`config.mk`:
```
export PLATFORM = sky130hd
export DESIGN_NAME = l1_cache_flat
export DESIGN_NICKNAME = d
export VERILOG_FILES = /design/src/cache_pkg.sv /design/src/generic_bus_if.sv /design/src/l1_cache.sv /design/src/flat_wrapper.sv
export SDC_FILE = /design/constraint.sdc
export NUM_CORES = 2
export LEC_CHECK = 0
export BUFFER_PORTS_ARGS = -buffer_cell sky130_fd_sc_hd__buf_4
export CAP_MARGIN = 10
export CORE_UTILIZATION = 45
export CTS_CLUSTER_DIAMETER = 100
export CTS_CLUSTER_SIZE = 14
export DETAILED_ROUTE_END_ITERATION = 7
export PLACE_DENSITY = 0.65
export REMOVE_ABC_BUFFERS = 1
export SLEW_MARGIN = 20
export SYNTH_ARGS = -nofsm -noshare
export SYNTH_HDL_FRONTEND = slang
export SYNTH_SLANG_ARGS = --single-unit
```
`constraint.sdc`:
```
create_clock -name CLK -period 10 [get_ports CLK]
set_input_delay 3 -clock CLK [delete_from_list [all_inputs] [get_ports CLK]]
set_output_delay 3 -clock CLK [all_outputs]
set_load 0.1 [all_outputs]
```
`src/cache_pkg.sv`:
```
//////////////////////////////////////////////////
// cache subsystem shared constants and types
// bus widths, l1 geometry, memory timing
//////////////////////////////////////////////////
package cache_pkg;

  // data and address width
  localparam int WORD_W = 32;

  // l1 geometry, one word per line
  localparam int L1_LINES = 16;
  localparam int INDEX_W = 4;
  // tag, index, then 2 byte offset bits
  localparam int TAG_W = WORD_W - INDEX_W - 2;

  // main memory depth, low word bits only
  localparam int MEM_WORDS = 256;
  localparam int MEM_AW = $clog2(MEM_WORDS);
  // busy cycles before the completing cycle
  localparam int MEM_LATENCY = 2;
  localparam int LAT_W = $clog2(MEM_LATENCY + 1);

  // mmio region, bypasses both l1s
  localparam logic [WORD_W-1:0] NONCACHE_START_ADDR = 32'h0000_0300;

  // l1 fsm state codes
  localparam logic [2:0] L1_IDLE = 3'd0;
  localparam logic [2:0] L1_WB = 3'd1;
  localparam logic [2:0] L1_FILL = 3'd2;
  localparam logic [2:0] L1_BYPASS = 3'd3;
  localparam logic [2:0] L1_FLUSH = 3'd4;

  typedef logic [WORD_W-1:0] word_t;

  // same address word, flat or split for lookup
  typedef union packed {
    word_t word;
    struct packed {
      logic [TAG_W-1:0] tag;
      logic [INDEX_W-1:0] index;
      logic [1:0] offset;
    } f;
  } addr_u;

endpackage
```
`src/generic_bus_if.sv`:
```
//////////////////////////////////////////////////
// generic memory bus, busy based handshake
//////////////////////////////////////////////////
`timescale 1ns/1ps

interface generic_bus_if;
  import cache_pkg::*;

  // request side
  addr_u addr;
  word_t wdata;
  logic ren;
  logic wen;

  // response side
  word_t rdata;
  // high while a request is pending
  logic busy;

  // requester, held stable while busy
  modport master (
    output addr, wdata, ren, wen,
    input rdata, busy
  );

  // responder
  modport slave (
    input addr, wdata, ren, wen,
    output rdata, busy
  );

endinterface

```
`src/l1_cache.sv`:
```
//////////////////////////////////////////////////
// direct mapped write-back l1 cache
// mmio bypass and full flush walk
//////////////////////////////////////////////////
`timescale 1ns/1ps

module l1_cache (
  input logic CLK,
  input logic i_arst_n,
  input logic i_flush,
  output logic o_flush_done,
  generic_bus_if.slave proc,
  generic_bus_if.master mem
);
  import cache_pkg::*;

  // line storage
  word_t data_q [L1_LINES];
  logic [TAG_W-1:0] tag_q [L1_LINES];
  logic [L1_LINES-1:0] valid_q;
  logic [L1_LINES-1:0] dirty_q;

  // control
  logic [2:0] state_q;
  logic [INDEX_W-1:0] flush_idx_q;
  logic flush_done_q;

  logic proc_req;
  logic bypass;
  logic hit;
  logic wr_hit;
  logic mem_done;
  logic [INDEX_W-1:0] idx;
  logic [INDEX_W-1:0] wb_idx;
  logic wb_needed;
  addr_u wb_addr;

  assign idx = proc.addr.f.index;
  assign proc_req = proc.ren | proc.wen;
  // mmio range never allocates
  assign bypass = proc.addr.word >= NONCACHE_START_ADDR;
  assign hit = valid_q[idx] && (tag_q[idx] == proc.addr.f.tag) && !bypass;
  assign wr_hit = (state_q == L1_IDLE) && proc.wen && hit && !i_flush;
  assign mem_done = (mem.ren | mem.wen) & ~mem.busy;

  // victim line, flush walk or current miss
  assign wb_idx = (state_q == L1_FLUSH) ? flush_idx_q : idx;
  assign wb_needed = valid_q[wb_idx] & dirty_q[wb_idx];

  // rebuild victim address from stored tag
  always_comb begin
    wb_addr.f.tag = tag_q[wb_idx];
    wb_addr.f.index = wb_idx;
    wb_addr.f.offset = 2'b00;
  end

  // memory side request
  always_comb begin
    mem.addr = proc.addr;
    mem.wdata = data_q[wb_idx];
    mem.ren = 1'b0;
    mem.wen = 1'b0;
    case (state_q)
      L1_WB: begin
        mem.addr = wb_addr;
        mem.wen = 1'b1;
      end
      L1_FLUSH: begin
        mem.addr = wb_addr;
        // clean or invalid lines skip the bus
        mem.wen = wb_needed;
      end
      L1_FILL: begin
        mem.ren = 1'b1;
      end
      L1_BYPASS: begin
        // pass the processor request straight through
        mem.wdata = proc.wdata;
        mem.ren = proc.ren;
        mem.wen = proc.wen;
      end
      default: begin
        mem.ren = 1'b0;
      end
    endcase
  end

  // processor side response
  always_comb begin
    proc.rdata = data_q[idx];
    proc.busy = proc_req;
    if (state_q == L1_IDLE) begin
      // hit completes in the request cycle
      proc.busy = proc_req & ~hit;
    end else if (state_q == L1_BYPASS) begin
      proc.rdata = mem.rdata;
      proc.busy = mem.busy;
    end
  end

  // fsm, valid and dirty bits
  always_ff @(posedge CLK or negedge i_arst_n) begin
    if (!i_arst_n) begin
      state_q <= L1_IDLE;
      valid_q <= '0;
      dirty_q <= '0;
      flush_idx_q <= '0;
      flush_done_q <= 1'b0;
    end else begin
      flush_done_q <= 1'b0;
      case (state_q)
        L1_IDLE: begin
          if (i_flush) begin
            state_q <= L1_FLUSH;
            flush_idx_q <= '0;
          end else if (wr_hit) begin
            dirty_q[idx] <= 1'b1;
          end else if (proc_req && !hit) begin
            if (bypass) begin
              state_q <= L1_BYPASS;
            end else if (wb_needed) begin
              state_q <= L1_WB;
            end else begin
              state_q <= L1_FILL;
            end
          end
        end
        L1_WB: begin
          if (mem_done) begin
            dirty_q[idx] <= 1'b0;
            state_q <= L1_FILL;
          end
        end
        L1_FILL: begin
          // back to idle, request then hits
          if (mem_done) begin
            valid_q[idx] <= 1'b1;
            dirty_q[idx] <= 1'b0;
            state_q <= L1_IDLE;
          end
        end
        L1_BYPASS: begin
          if (mem_done) begin
            state_q <= L1_IDLE;
          end
        end
        L1_FLUSH: begin
          // step once the line is clean
          if (!wb_needed || mem_done) begin
            dirty_q[flush_idx_q] <= 1'b0;
            flush_idx_q <= flush_idx_q + 1'b1;
            if (&flush_idx_q) begin
              // last line done, drop everything
              valid_q <= '0;
              dirty_q <= '0;
              flush_done_q <= 1'b1;
              state_q <= L1_IDLE;
            end
          end
        end
        default: begin
          state_q <= L1_IDLE;
        end
      endcase
    end
  end

  // data and tag arrays
  always_ff @(posedge CLK) begin
    if (wr_hit) begin
      data_q[idx] <= proc.wdata;
    end else if (state_q == L1_FILL && mem_done) begin
      data_q[idx] <= mem.rdata;
      tag_q[idx] <= proc.addr.f.tag;
    end
  end

  assign o_flush_done = flush_done_q;

endmodule

```
`src/flat_wrapper.sv`:
```
// flat-port wrapper written by rule: the top's interface ports become plain ports
module l1_cache_flat import cache_pkg::*;
  (CLK, i_arst_n, i_flush, o_flush_done, proc_addr, proc_wdata, proc_ren, proc_wen, proc_rdata, proc_busy, mem_addr, mem_wdata, mem_ren, mem_wen, mem_rdata, mem_busy);
  generic_bus_if proc_i ();
  generic_bus_if mem_i ();
  input logic CLK;
  input logic i_arst_n;
  input logic i_flush;
  output logic o_flush_done;
  input wire logic [$bits(proc_i.addr)-1:0] proc_addr;
  input wire logic [$bits(proc_i.wdata)-1:0] proc_wdata;
  input wire logic [$bits(proc_i.ren)-1:0] proc_ren;
  input wire logic [$bits(proc_i.wen)-1:0] proc_wen;
  output wire logic [$bits(proc_i.rdata)-1:0] proc_rdata;
  output wire logic [$bits(proc_i.busy)-1:0] proc_busy;
  output wire logic [$bits(mem_i.addr)-1:0] mem_addr;
  output wire logic [$bits(mem_i.wdata)-1:0] mem_wdata;
  output wire logic [$bits(mem_i.ren)-1:0] mem_ren;
  output wire logic [$bits(mem_i.wen)-1:0] mem_wen;
  input wire logic [$bits(mem_i.rdata)-1:0] mem_rdata;
  input wire logic [$bits(mem_i.busy)-1:0] mem_busy;
  assign proc_i.addr = proc_addr;
  assign proc_i.wdata = proc_wdata;
  assign proc_i.ren = proc_ren;
  assign proc_i.wen = proc_wen;
  assign proc_rdata = proc_i.rdata;
  assign proc_busy = proc_i.busy;
  assign mem_addr = mem_i.addr;
  assign mem_wdata = mem_i.wdata;
  assign mem_ren = mem_i.ren;
  assign mem_wen = mem_i.wen;
  assign mem_i.rdata = mem_rdata;
  assign mem_i.busy = mem_busy;
  l1_cache u_core (.CLK(CLK), .i_arst_n(i_arst_n), .i_flush(i_flush), .o_flush_done(o_flush_done), .proc(proc_i), .mem(mem_i));
endmodule
```
==> key figures <==
Outcome
  – Outcome: finished, violations left
  – Failing checks: design-rule violations

Run
  – Max_cap viols: 0

Setup path
  – Crit start category: primary input
  – Top Family by Delay on Critical Path: buffers and inverters
  – Slowest CP cell: mux4_2
  – WP buf/inv: 4
  – Required time worst endpoint: 7000 ps
  – CP peak stage delay: 530 ps
  – Kind of critical path: primary input to output pin
  – Crit path DAT: 6600 ps
  – Crit-path cells: buf_8 -> buf_4 -> mux4_2 -> mux2i_1 -> xor2_1 -> o2111ai_1 -> a2111oi_2 -> o2111ai_1 -> buf_4 -> nor3_2 -> a211o_1 -> nand2_1 -> buf_4
  – Highest net fanout along the worst path: 32
  – Most frequent CP cell: buf_4
  – Critical path capture point type: output pin

Clocking
  – Clk Tree Root Cell: clkbuf_16
  – TritonCTS Buffers: 79
  – # clock sinks: 968
  – CTS max path bufs: 3
  – Worst-path clk slew: 70 ps
  – H-Tree Level Count: 3
  – Post-CTS Setup Bufs: 0
  – Worst skew pair latency: 660 ps
  – CTS tree: yes

STA
  – Final Setup Violations: 0
  – Fin Hold WS: 509 ps
  – RSZ-0062 raised after global routing: false
  – Fmax: 104 MHz
  – Fin. Hold Viols: 0
  – Final Max Tran Viols: 0
  – Worst Max-Slew Pin Slew: 890 ps
  – Slew margin rel.: 40.5%
  – Clock Skew: 27.8 ps
  – Min cycle time layout: 9600 ps
  – Fin crit share: 96.0%
  – Setup total negative slack: 0 ps

Route
  – DRT Pass-1 Iters: 8
  – Final WL: 143,000 µm
  – Initial DRC Count: 4,324
  – Vias: 33,800
  – Antenna viol nets, final: 0
  – # DRC: 28
  – Avg Vias per Cell: 6.46
  – Wirelength per Cell: 27.3 µm

Yosys
  – Seq cells post-synth: 968
  – Async S/R FF share, synth: 4.13%
  – Synth Warn #: 0
  – Distinct cells, synth: 73
  – Syn avg cell area: 12.9 µm²
  – Syn Inst Count: 3,712
  – Number of synthesized flops with an enable pin: 928
  – Synthesized area: 48,100 µm²
  – Ys flop type: edfxtp_1
  – Sequential fraction of the synthesis area: 60.1%

Pwr
  – Combinational power share: 42.3%
  – NetSw: 5470 µW
  – Sw Ratio: 42.1%
  – Pleak: 0.0187 µW
  – VDD IR max: 367 µV
  – Total power: 13,000 µW
  – Sequential power share: 35.7%
  – Clock share of power: 22.0%
  – Int Pwr: 7510 µW
  – PD cells: 242 nW/µm²

Finish
  – Final #Nets: 3,921
  – Fill cell count: 8,892
  – Post-Layout Inst Area: 53,700 µm²
  – Multi-input logic area: 18,000 µm²
  – Final cell count without fillers: 5,229
  – Share of cells above drive strength 1: 20.6%
  – Synthesis-to-layout area growth: 11.7%
  – Most frequent cells in the layout: 974 x nand2_1, 928 x edfxtp_1, 307 x buf_4, 248 x mux4_2, 244 x nand3_1
  – Register Area: 28,900 µm²
  – Commonest non-fill, non-tap cell in the layout: nand2_1

Floorplanning
  – Standard-cell rows: 119
  – Core area: 106,000 µm²
  – Starting Density: 45.5%
  – Die ar.: 108,000 µm²
  – Chip width: 329 µm
  – Die H: 329 µm
  – I/O pins: 202

GRT
  – Number of global-route vias before repair: 32,700
  – Initial antenna violation count: 2
  – Largest net degree at the start of global routing: 126
  – GRT Total Usage: 26.3%
  – Total grt overflow: 0
  – First-pass GRT wire length: 211,000 µm

Place
  – Cells after DPL: 5,125
  – DP Area: 51,500 µm²
  – GPL Wtd Cong: 0.837
  – Buffers on Ports: 201
  – Post-DP HPWL: 80,900 µm

Worst hold path
  – HP Class: register to register
[cell usage after synthesis, types with 3 or more instances]
cell type | number | area, µm²
nand2_1 | 974 | 3660
edfxtp_1 | 928 | 27900
mux4_2 | 248 | 5590
nand3_1 | 244 | 1220
clkbuf_1 | 225 | 845
a311oi_1 | 174 | 1520
and3_1 | 118 | 738
mux2i_1 | 78 | 781
mux2_2 | 71 | 800
a211oi_1 | 64 | 480
a31oi_1 | 63 | 394
a21o_1 | 62 | 465
nor2_1 | 46 | 173
a21oi_1 | 41 | 205
dfrtp_1 | 40 | 1000
buf_2 | 39 | 195
buf_1 | 34 | 128
o21ai_0 | 28 | 140
inv_1 | 19 | 71.3
xnor2_1 | 19 | 166
o21a_1 | 18 | 135
o31ai_1 | 17 | 128
nor2b_1 | 15 | 93.8
a22oi_1 | 14 | 105
a22o_1 | 12 | 105
a221oi_1 | 10 | 87.6
and2_1 | 9 | 56.3
nor2_4 | 9 | 101
nor4_1 | 8 | 50.1
xor2_1 | 7 | 61.3
nand4_1 | 6 | 37.5
buf_4 | 5 | 37.5
buf_6 | 5 | 56.3
ha_1 | 4 | 50.1
nand2b_1 | 4 | 25.0
nor3_1 | 3 | 15.0
o2111ai_1 | 3 | 26.3
o22ai_1 | 3 | 18.8
[registers in the layout, indices dropped and copies added (netlist names)]
register and count:
u_core.data_q 512, u_core.valid_q 16, u_core.state_q 3, u_core.flush_idx_q 4, u_core.dirty_q 16, u_core.tag_q 416
u_core.o_flush_done 1
[metal layers]
layer / track usage, % / vias to the layer above / routed length, µm
met1: 36.0 / 17100 / 55800
li1: - / 14500 / -
met5: 0 / - / 13
met2: 43.5 / 1902 / 69800
met3: 3.56 / 267 / 13100
met4: 8.06 / 2 / 4160
[cells by family after synthesis]
logic type / count (synthesis) / synth area share [%]
mux: 400 / 15.0
compound gates: 534 / 8.43
xor+xnor: 26 / 0.474
buf+inv: 332 / 2.90
flops: 968 / 60.1
simple gates: 1448 / 13.0
fa+ha+maj: 4 / 0.104
[final timing paths]
| check | startpoint | endpoint | slack (ps) | depth (start not counted) |
|---|---|---|---|---|
| hold reg to reg | u_core.dirty_q[13] | u_core.dirty_q[13] | 510 | 2 |
| hold / removal | u_core.dirty_q[13] | u_core.dirty_q[13] | 510 | 2 |
| min in group asynchronous | i_arst_n | u_core.state_q[2] | 2320 | 1 |
| setup / recovery | proc_addr[3] | proc_busy | 400 | 13 |
| max in group asynchronous | i_arst_n | u_core.valid_q[11] | 7280 | 1 |
| setup reg to reg | u_core.tag_q[7][6] | u_core.data_q[9][31] | 4790 | 12 |
[stage by stage]
step | setup slack, ps | utilization [%]
after floorplan | -21990 | -
after global placement | 167 | 48.8
after detailed placement | 175 | 48.8
after CTS | 160 | 50.9
after global routing | 208 | 50.9
final | 403 | 50.9
[tightest hold or removal path, delay by kind of cell, from the launching register on]
family | cells | cell delay [ps]
flip-flops | 1 | 350
AO/OA/AOI/OAI | 2 | 120
[power groups by stage]
stage | logic (µW) | clock network (µW) | registers (µW)
global route | 5800 | 3030 | 4640
CTS | 5480 | 2890 | 4630
detailed placement | 5460 | 0 | 4720
finish | 5490 | 2860 | 4630
global placement | 5420 | 0 | 4720
floorplan | 4240 | 0 | 4700
[layout make-up]
cell class | count | share of cell area [%]
antenna | 3 | 0.0140
inverter | 21 | 0.175
sequential | 968 | 53.8
clock inverter | 7 | 0.210
timing repair buffer | 333 | 5.23
multi-input combinational | 2412 | 33.6
tap | 1391 | 3.24
clock buffer | 94 | 3.79
[repair_timing]
item,CTS,global route
setup endpoints to repair,0,1
gates resized for setup,0,1
hold buffers,0,0
Note: power is estimated with default switching activity, not from simulation.
