File: config.mk
export PLATFORM = sky130hd
export DESIGN_NAME = memory_arbiter_flat
export DESIGN_NICKNAME = d
export VERILOG_FILES = /design/src/cache_pkg.sv /design/src/generic_bus_if.sv /design/src/memory_arbiter.sv /design/src/flat_wrapper.sv
export SDC_FILE = /design/constraint.sdc
export NUM_CORES = 1
export LEC_CHECK = 0
export BUFFER_PORTS_ARGS = -buffer_cell sky130_fd_sc_hd__buf_2
export CORE_AREA = 2 2 117 119
export DETAILED_ROUTE_END_ITERATION = 8
export DIE_AREA = 0 0 119 121
export GPL_ROUTABILITY_DRIVEN = 0
export PLACE_DENSITY = 0.53
export SLEW_MARGIN = 0
export SYNTH_ARGS = -nofsm -noshare
export SYNTH_HDL_FRONTEND = slang
export SYNTH_SLANG_ARGS = --single-unit
File: constraint.sdc
create_clock -name CLK -period 5.7 [get_ports CLK]
set_clock_uncertainty 0.15 [all_clocks]
set_input_delay 1.425 -clock CLK [delete_from_list [all_inputs] [get_ports CLK]]
set_output_delay 1.425 -clock CLK [all_outputs]
set_load 0.02 [all_outputs]
File: src/cache_pkg.sv
//////////////////////////////////////////////////
// cache subsystem shared constants and types
// bus widths, l1 geometry, memory timing
//////////////////////////////////////////////////
package cache_pkg;

  // data and address width
  localparam int WORD_W = 32;

  // l1 geometry, one word per line
  localparam int L1_LINES = 16;
  localparam int INDEX_W = 4;
  // tag, index, then 2 byte offset bits
  localparam int TAG_W = WORD_W - INDEX_W - 2;

  // main memory depth, low word bits only
  localparam int MEM_WORDS = 256;
  localparam int MEM_AW = $clog2(MEM_WORDS);
  // busy cycles before the completing cycle
  localparam int MEM_LATENCY = 2;
  localparam int LAT_W = $clog2(MEM_LATENCY + 1);

  // mmio region, bypasses both l1s
  localparam logic [WORD_W-1:0] NONCACHE_START_ADDR = 32'h0000_0300;

  // l1 fsm state codes
  localparam logic [2:0] L1_IDLE = 3'd0;
  localparam logic [2:0] L1_WB = 3'd1;
  localparam logic [2:0] L1_FILL = 3'd2;
  localparam logic [2:0] L1_BYPASS = 3'd3;
  localparam logic [2:0] L1_FLUSH = 3'd4;

  typedef logic [WORD_W-1:0] word_t;

  // same address word, flat or split for lookup
  typedef union packed {
    word_t word;
    struct packed {
      logic [TAG_W-1:0] tag;
      logic [INDEX_W-1:0] index;
      logic [1:0] offset;
    } f;
  } addr_u;

endpackage
File: src/generic_bus_if.sv
//////////////////////////////////////////////////
// generic memory bus, busy based handshake
//////////////////////////////////////////////////
`timescale 1ns/1ps

interface generic_bus_if;
  import cache_pkg::*;

  // request side
  addr_u addr;
  word_t wdata;
  logic ren;
  logic wen;

  // response side
  word_t rdata;
  // high while a request is pending
  logic busy;

  // requester, held stable while busy
  modport master (
    output addr, wdata, ren, wen,
    input rdata, busy
  );

  // responder
  modport slave (
    input addr, wdata, ren, wen,
    output rdata, busy
  );

endinterface

File: src/memory_arbiter.sv
//////////////////////////////////////////////////
// two to one arbiter, icache and dcache misses
//////////////////////////////////////////////////
`timescale 1ns/1ps

module memory_arbiter (
  input logic CLK,
  input logic i_arst_n,
  generic_bus_if.slave icache,
  generic_bus_if.slave dcache,
  generic_bus_if.master mem
);

  logic grant_held_q;
  logic grant_d_q;
  logic sel_valid;
  logic sel_d;
  logic i_req;
  logic d_req;

  assign i_req = icache.ren | icache.wen;
  assign d_req = dcache.ren | dcache.wen;

  // held grant wins, else data side first
  always_comb begin
    if (grant_held_q) begin
      sel_valid = 1'b1;
      sel_d = grant_d_q;
    end else begin
      sel_valid = i_req | d_req;
      sel_d = d_req;
    end
  end

  // forward granted side, no added cycle
  always_comb begin
    mem.addr = sel_d ? dcache.addr : icache.addr;
    mem.wdata = sel_d ? dcache.wdata : icache.wdata;
    mem.ren = sel_valid & (sel_d ? dcache.ren : icache.ren);
    mem.wen = sel_valid & (sel_d ? dcache.wen : icache.wen);
  end

  assign dcache.rdata = mem.rdata;
  assign icache.rdata = mem.rdata;
  // losing side stalls while it requests
  assign dcache.busy = (sel_valid && sel_d) ? mem.busy : d_req;
  assign icache.busy = (sel_valid && !sel_d) ? mem.busy : i_req;

  // keep grant until the transfer completes
  always_ff @(posedge CLK or negedge i_arst_n) begin
    if (!i_arst_n) begin
      grant_held_q <= 1'b0;
      grant_d_q <= 1'b0;
    end else begin
      grant_held_q <= sel_valid & mem.busy;
      grant_d_q <= sel_d;
    end
  end

endmodule

File: src/flat_wrapper.sv
// flat-port wrapper written by rule: the top's interface ports become plain ports
module memory_arbiter_flat 
  (CLK, i_arst_n, icache_addr, icache_wdata, icache_ren, icache_wen, icache_rdata, icache_busy, dcache_addr, dcache_wdata, dcache_ren, dcache_wen, dcache_rdata, dcache_busy, mem_addr, mem_wdata, mem_ren, mem_wen, mem_rdata, mem_busy);
  generic_bus_if icache_i ();
  generic_bus_if dcache_i ();
  generic_bus_if mem_i ();
  input logic CLK;
  input logic i_arst_n;
  input wire logic [$bits(icache_i.addr)-1:0] icache_addr;
  input wire logic [$bits(icache_i.wdata)-1:0] icache_wdata;
  input wire logic [$bits(icache_i.ren)-1:0] icache_ren;
  input wire logic [$bits(icache_i.wen)-1:0] icache_wen;
  output wire logic [$bits(icache_i.rdata)-1:0] icache_rdata;
  output wire logic [$bits(icache_i.busy)-1:0] icache_busy;
  input wire logic [$bits(dcache_i.addr)-1:0] dcache_addr;
  input wire logic [$bits(dcache_i.wdata)-1:0] dcache_wdata;
  input wire logic [$bits(dcache_i.ren)-1:0] dcache_ren;
  input wire logic [$bits(dcache_i.wen)-1:0] dcache_wen;
  output wire logic [$bits(dcache_i.rdata)-1:0] dcache_rdata;
  output wire logic [$bits(dcache_i.busy)-1:0] dcache_busy;
  output wire logic [$bits(mem_i.addr)-1:0] mem_addr;
  output wire logic [$bits(mem_i.wdata)-1:0] mem_wdata;
  output wire logic [$bits(mem_i.ren)-1:0] mem_ren;
  output wire logic [$bits(mem_i.wen)-1:0] mem_wen;
  input wire logic [$bits(mem_i.rdata)-1:0] mem_rdata;
  input wire logic [$bits(mem_i.busy)-1:0] mem_busy;
  assign icache_i.addr = icache_addr;
  assign icache_i.wdata = icache_wdata;
  assign icache_i.ren = icache_ren;
  assign icache_i.wen = icache_wen;
  assign icache_rdata = icache_i.rdata;
  assign icache_busy = icache_i.busy;
  assign dcache_i.addr = dcache_addr;
  assign dcache_i.wdata = dcache_wdata;
  assign dcache_i.ren = dcache_ren;
  assign dcache_i.wen = dcache_wen;
  assign dcache_rdata = dcache_i.rdata;
  assign dcache_busy = dcache_i.busy;
  assign mem_addr = mem_i.addr;
  assign mem_wdata = mem_i.wdata;
  assign mem_ren = mem_i.ren;
  assign mem_wen = mem_i.wen;
  assign mem_i.rdata = mem_rdata;
  assign mem_i.busy = mem_busy;
  memory_arbiter u_core (.CLK(CLK), .i_arst_n(i_arst_n), .icache(icache_i), .dcache(dcache_i), .mem(mem_i));
endmodule
==> run metrics, run 1 <==
Final Max Tran Viols 0; PnR worst setup slack 1.17 ns; Sw Share 40.2%; 1st-pass router iterations 4; vias per cell 3.29; Hold Vio Cnt, Final 0; NetSw 0.000136 W; final WL 5340 um; initial antenna violation count 0; Post-Synth Simple-Gate Area 2.69%; global-route wire length before repair 7660 um; Mapped Cells roughly 150; Core Footprint about 0.013 mm2; Flop pwr share under 10%; CTS max path bufs 2; Clk network pwr share 30.8%; critical path data required time 4.12 ns; grt total ovfl 0; XOR/XNOR Fraction of Synth Area 0%; final hold slack 0.562 ns; most frequent cells in the layout 202 x buf_2, 61 x mux2_1, 3 x mux2_2, 3 x clkbuf_16; antenna viol nets, final 0; status finished, final reports clean; register area share after synthesis 3.48%; Total Routing Usage GR under 10%; Crit. End Element output port; RSZ-0062 raised after global routing false; Peak VDD IR ~170 uV; number of port buffers between 200 and 250; Layout fillers 1461; Post-CTS Hold Buffers 0; largest net degree at the start of global routing 66; leading cell type in the layout, fill and taps excluded buf_2; combinational power share 64.4%; ant diodes 0; Setup Fix Bufs, Post-CTS 0; Post-Syn Area per Cell 9.54 um2; Worst-path clk slew 0.03 ns; Worst setup SP type input port; actual slew at the worst max-slew pin approximately 0.39 ns; DR DRC count 0; Util after Layout ~17%; cts repair resizes 0; layout cells sized above 1 between 70% and 80%; Detail Placement HPWL 4650 um; CTS tree yes; Die H around 120 um; Max Clk Rate between 200 and 250 MHz; Clock Latency Late Sink 0.22 ns; Synth cell types 18; Mapped Area 0.00144 mm2; post-synthesis net count approximately 320; post-synthesis mux area share approximately 50%; final worst-path cycle share 79.5%; CTS buffer count 3; area growth from synthesis to layout 52.2%; final setup vio count 0; Final #Nets around 460; Internal 0.000203 W; Max-cap violations 0; kind of critical path input port to output port; Sum Neg Setup Slack 0 ns; WL/cell 11.6 um; initial DRC count 40; critical path fanouts, max 65; largest family of logic cells by synthesized area multiplexers; post-synthesis compound-gate area fraction 3.65%; Synth Register Bits 2; clock sinks 2; worst min-delay path category flip-flop to flip-flop; pre-CTS setup slack 1.16 ns; Leak Pwr about 1.1 nW; pwr dens 155 mW/mm2; fin crit period between 4 and 5 ns; die area 0.0144 mm2; H-tree depth 1; post-synthesis adder-cell area fraction 0%; Ports 299; crit path DAT approximately 3.0 ns; initial core utilization 11.0%; Synth Warn # 0; via count 1522; Die Wd 119 um; CTS Root Cell clkbuf_16; vias in the first global route 1445; Slew HR 74.2%; row cnt 42
path summary, 6_finish.rpt:
check | to | slack, ns | start | cells past startpoint
max | mem_wdata[4] | 1.17 | dcache_wen | 6
min | u_core.grant_held_q | 0.56 | u_core.grant_held_q | 2
max reg2reg | u_core.grant_d_q | 4.21 | u_core.grant_held_q | 4
min reg2reg | u_core.grant_held_q | 0.56 | u_core.grant_held_q | 2
max in group asynchronous | u_core.grant_held_q | 4.47 | i_arst_n | 1
min in group asynchronous | u_core.grant_d_q | 0.83 | i_arst_n | 1
registers in the layout, summed over array words and instances (netlist names):
register and count:
u_core.grant_d_q 1, u_core.grant_held_q 1
layout make-up:
type / instances / area, um2 / area share (%)
tap: 176 / 220 / 10.0
multi-input combinational: 77 / 812 / 37.0
inverter: 1 / 3.75 / 0.171
timing repair buffer: 203 / 1030 / 47.0
clock buffer: 3 / 75.1 / 3.42
sequential: 2 / 50.0 / 2.28
metrics by stage:
step,std cells,instance area [um2],total power [W]
after global routing,462,2190,0.000359
after floorplan,151,1440,0.000212
after CTS,462,2190,0.000344
final,462,2190,0.000339
after detailed placement,459,2120,0.000236
after global placement,459,2120,0.000237
worst max-delay path: stages:
cell,delay (ns)
buf_2,0.12
or3_4,0.39
nand2_2,0.09
buf_12,0.28
mux2_1,0.39
buf_2,0.18
power groups by stage:
stage / clock network (W) / logic, W / registers [W]
5_1_grt: 0.000109 / 0.000234 / 0.0000168
4_1_cts: 0.000106 / 0.000221 / 0.0000165
2_1_floorplan: 0 / 0.000196 / 0.0000162
3_3_place_gp: 0 / 0.000220 / 0.0000165
6_report: 0.000104 / 0.000218 / 0.0000165
3_5_place_dp: 0 / 0.000220 / 0.0000166
metal layers:
| layer | vias to the layer above | track usage, % | routed length [um] |
|---|---|---|---|
| met5 | - | 0 | 0 |
| met3 | 0 | 2.77 | 735 |
| met2 | 141 | 10.8 | 2420 |
| li1 | 733 | - | - |
| met1 | 648 | 8.14 | 2190 |
| met4 | 0 | 0.744 | 0 |
kinds of logic (layout without fill, tap and decap cells):
family / count (synthesis) / after routing
buf+inv: 72 / 207
mux: 64 / 64
compound gates: 7 / 7
simple gates: 6 / 6
flops: 2 / 2
cells in the mapped netlist (all sizes together):
| cell type | n | area share (%) |
|---|---|---|
| a22o | 2 | 1.2 |
| dfrtp | 2 | 3.5 |
| mux2 | 64 | 50 |
| buf | 71 | 40 |
| or3 | 1 | 0.78 |
| o21ai | 2 | 0.70 |
| nor2b | 1 | 0.43 |
| inv | 1 | 0.26 |
| o22ai | 1 | 0.43 |
| nand2b | 1 | 0.43 |
| nand3 | 1 | 0.35 |
| o32a | 1 | 0.70 |
| o31a | 1 | 0.61 |
| nand2 | 2 | 0.70 |
Power figures use the tool's default switching activity.
==> run 2, diff against run 1 <==
--- a/config.mk
+++ b/config.mk
@@ -6,11 +6,11 @@
 export NUM_CORES = 1
 export LEC_CHECK = 0
 export BUFFER_PORTS_ARGS = -buffer_cell sky130_fd_sc_hd__buf_2
-export CORE_AREA = 2 2 117 119
+export CORE_AREA = 2 2 115 117
 export DETAILED_ROUTE_END_ITERATION = 8
-export DIE_AREA = 0 0 119 121
+export DIE_AREA = 0 0 117 119
 export GPL_ROUTABILITY_DRIVEN = 0
-export PLACE_DENSITY = 0.53
+export PLACE_DENSITY = 0.54
 export SLEW_MARGIN = 0
 export SYNTH_ARGS = -nofsm -noshare
 export SYNTH_HDL_FRONTEND = slang
==> constraint.sdc (replaced) <==
create_clock -name CLK -period 4.5 [get_ports CLK]
set_clock_uncertainty 0.15 [all_clocks]
set_input_delay 1.125 -clock CLK [delete_from_list [all_inputs] [get_ports CLK]]
set_output_delay 1.125 -clock CLK [all_outputs]
set_load 0.02 [all_outputs]
==> run metrics, run 2 (same netlist as run 1, synthesis figures left out) <==
final setup vio count 0; Die H 119 um; DR DRC count 0; row cnt 42; Detail Placement HPWL approximately 4100 um; initial DRC count 26; Layout fillers between 1000 and 1500; R2R cell count 4; global-route wire length before repair 6350 um; initial antenna violation count 2; Hold Vio Cnt, Final 0; Slew HR 76.8%; Inst Count DP 460; CTS Root Cell clkbuf_16; Worst-path clk slew 0.03 ns; critical path fanouts, max 26; H-tree depth 1; Max-cap violations 0; Crit. End Element output port; clock sinks 2; Final Max Tran Viols 0; vias per cell approximately 3.2; Total Routing Usage GR 5.71%; via count 1501; CTS max path bufs 2; fin crit period just under 4 ns; status finished, final reports clean; critical path data required time 3.22 ns; worst min-delay path category input port to async pin; die area 0.0139 mm2; CTS tree yes; Leak Pwr 1.15 nW; CTS buffer count 3; Peak VDD IR 240 uV; PnR worst setup slack 0.615 ns; final WL 4660 um; Post-Layout Cell Count roughly 470; Max Clk Rate 257 MHz; pre-CTS setup slack 0.595 ns; Post-CTS Hold Buffers 0; Ports 299; Clock Latency Late Sink 0.23 ns; final worst-path cycle share 86.3%; kind of critical path input port to output port; cts repair resizes 0; actual slew at the worst max-slew pin 0.348 ns; Die Wd around 120 um; Sum Neg Setup Slack 0 ns; RSZ-0062 raised after global routing false; vias in the first global route 1337; crit path DAT 2.61 ns; layout cells sized above 1 about three quarters; Core Footprint approximately 0.013 mm2; Worst setup SP type input port; final hold slack 0.528 ns; Setup Fix Bufs, Post-CTS 0; 1st-pass router iterations 3; Util after Layout 17.1%; number of port buffers 202; largest registers u_core.grant_d_q: 1 flops, u_core.grant_held_q: 1 flops; antenna viol nets, final 0; pwr dens a little under 200 mW/mm2; area growth from synthesis to layout 53.1%; most frequent cells in the layout 202 x buf_2, 61 x mux2_1, 3 x mux2_2, 3 x clkbuf_16; initial core utilization between 10 and 15%; largest net degree at the start of global routing 40; leading cell type in the layout, fill and taps excluded buf_2; grt total ovfl 0; Final #Nets 456; WL/cell ~10 um
## run 2: cell count changes in the layout (fill, tap and decap cells not counted)
cell	before	now
buf_4	0	1
diode_2	0	2
## run 2: area by class of cell
class / instances / area [um2] / share of cell area (%)
Inverter: 1 / 3.75 / 0.170
Tap cell: 176 / 220 / 9.99
Clock buffer: 3 / 75.1 / 3.41
Multi-Input combinational cell: 77 / 812 / 36.8
Sequential cell: 2 / 50.0 / 2.27
Antenna cell: 2 / 5.00 / 0.227
Timing Repair Buffer: 204 / 1040 / 47.1
## run 2: through the flow
stage / area [um2] / total power [W]
finish: 2200 / 0.000431
global route: 2200 / 0.000459
CTS: 2200 / 0.000437
detailed placement: 2120 / 0.000296
global placement: 2120 / 0.000295
floorplan: 1440 / 0.000268
## run 2: path summary, 6_finish.rpt
kind	start	to	slack [ns]
max	dcache_wen	mem_wdata[5]	0.61
min	i_arst_n	u_core.grant_d_q	0.53
max reg2reg	u_core.grant_held_q	u_core.grant_d_q	2.97
min reg2reg	u_core.grant_held_q	u_core.grant_held_q	0.54
max in group asynchronous	i_arst_n	u_core.grant_held_q	3.57
min in group CLK	u_core.grant_held_q	u_core.grant_held_q	0.54
## run 2: report_power, final
part	switching, W	internal (W)	total [W]
combinational	0.000147	0.000125	0.000272
clock	0.0000246	0.000113	0.000138
sequential	0.00000119	0.0000194	0.0000206
total	0.000173	0.000258	0.000431
## run 2: worst max-delay path: stages
cell and delay (ns):
buf_2 0.12, or3_4 0.39, nand2_2 0.10, buf_4 0.33, mux2_1 0.37, buf_2 0.16
## run 2: per-layer routing
metal	vias up	track usage, %	part of all wire [%]
li1	735	-	-
met1	657	7.14	42
met2	104	9.36	46
met3	5	1.83	12
met4	0	1.54	0.90
met5	-	0	0
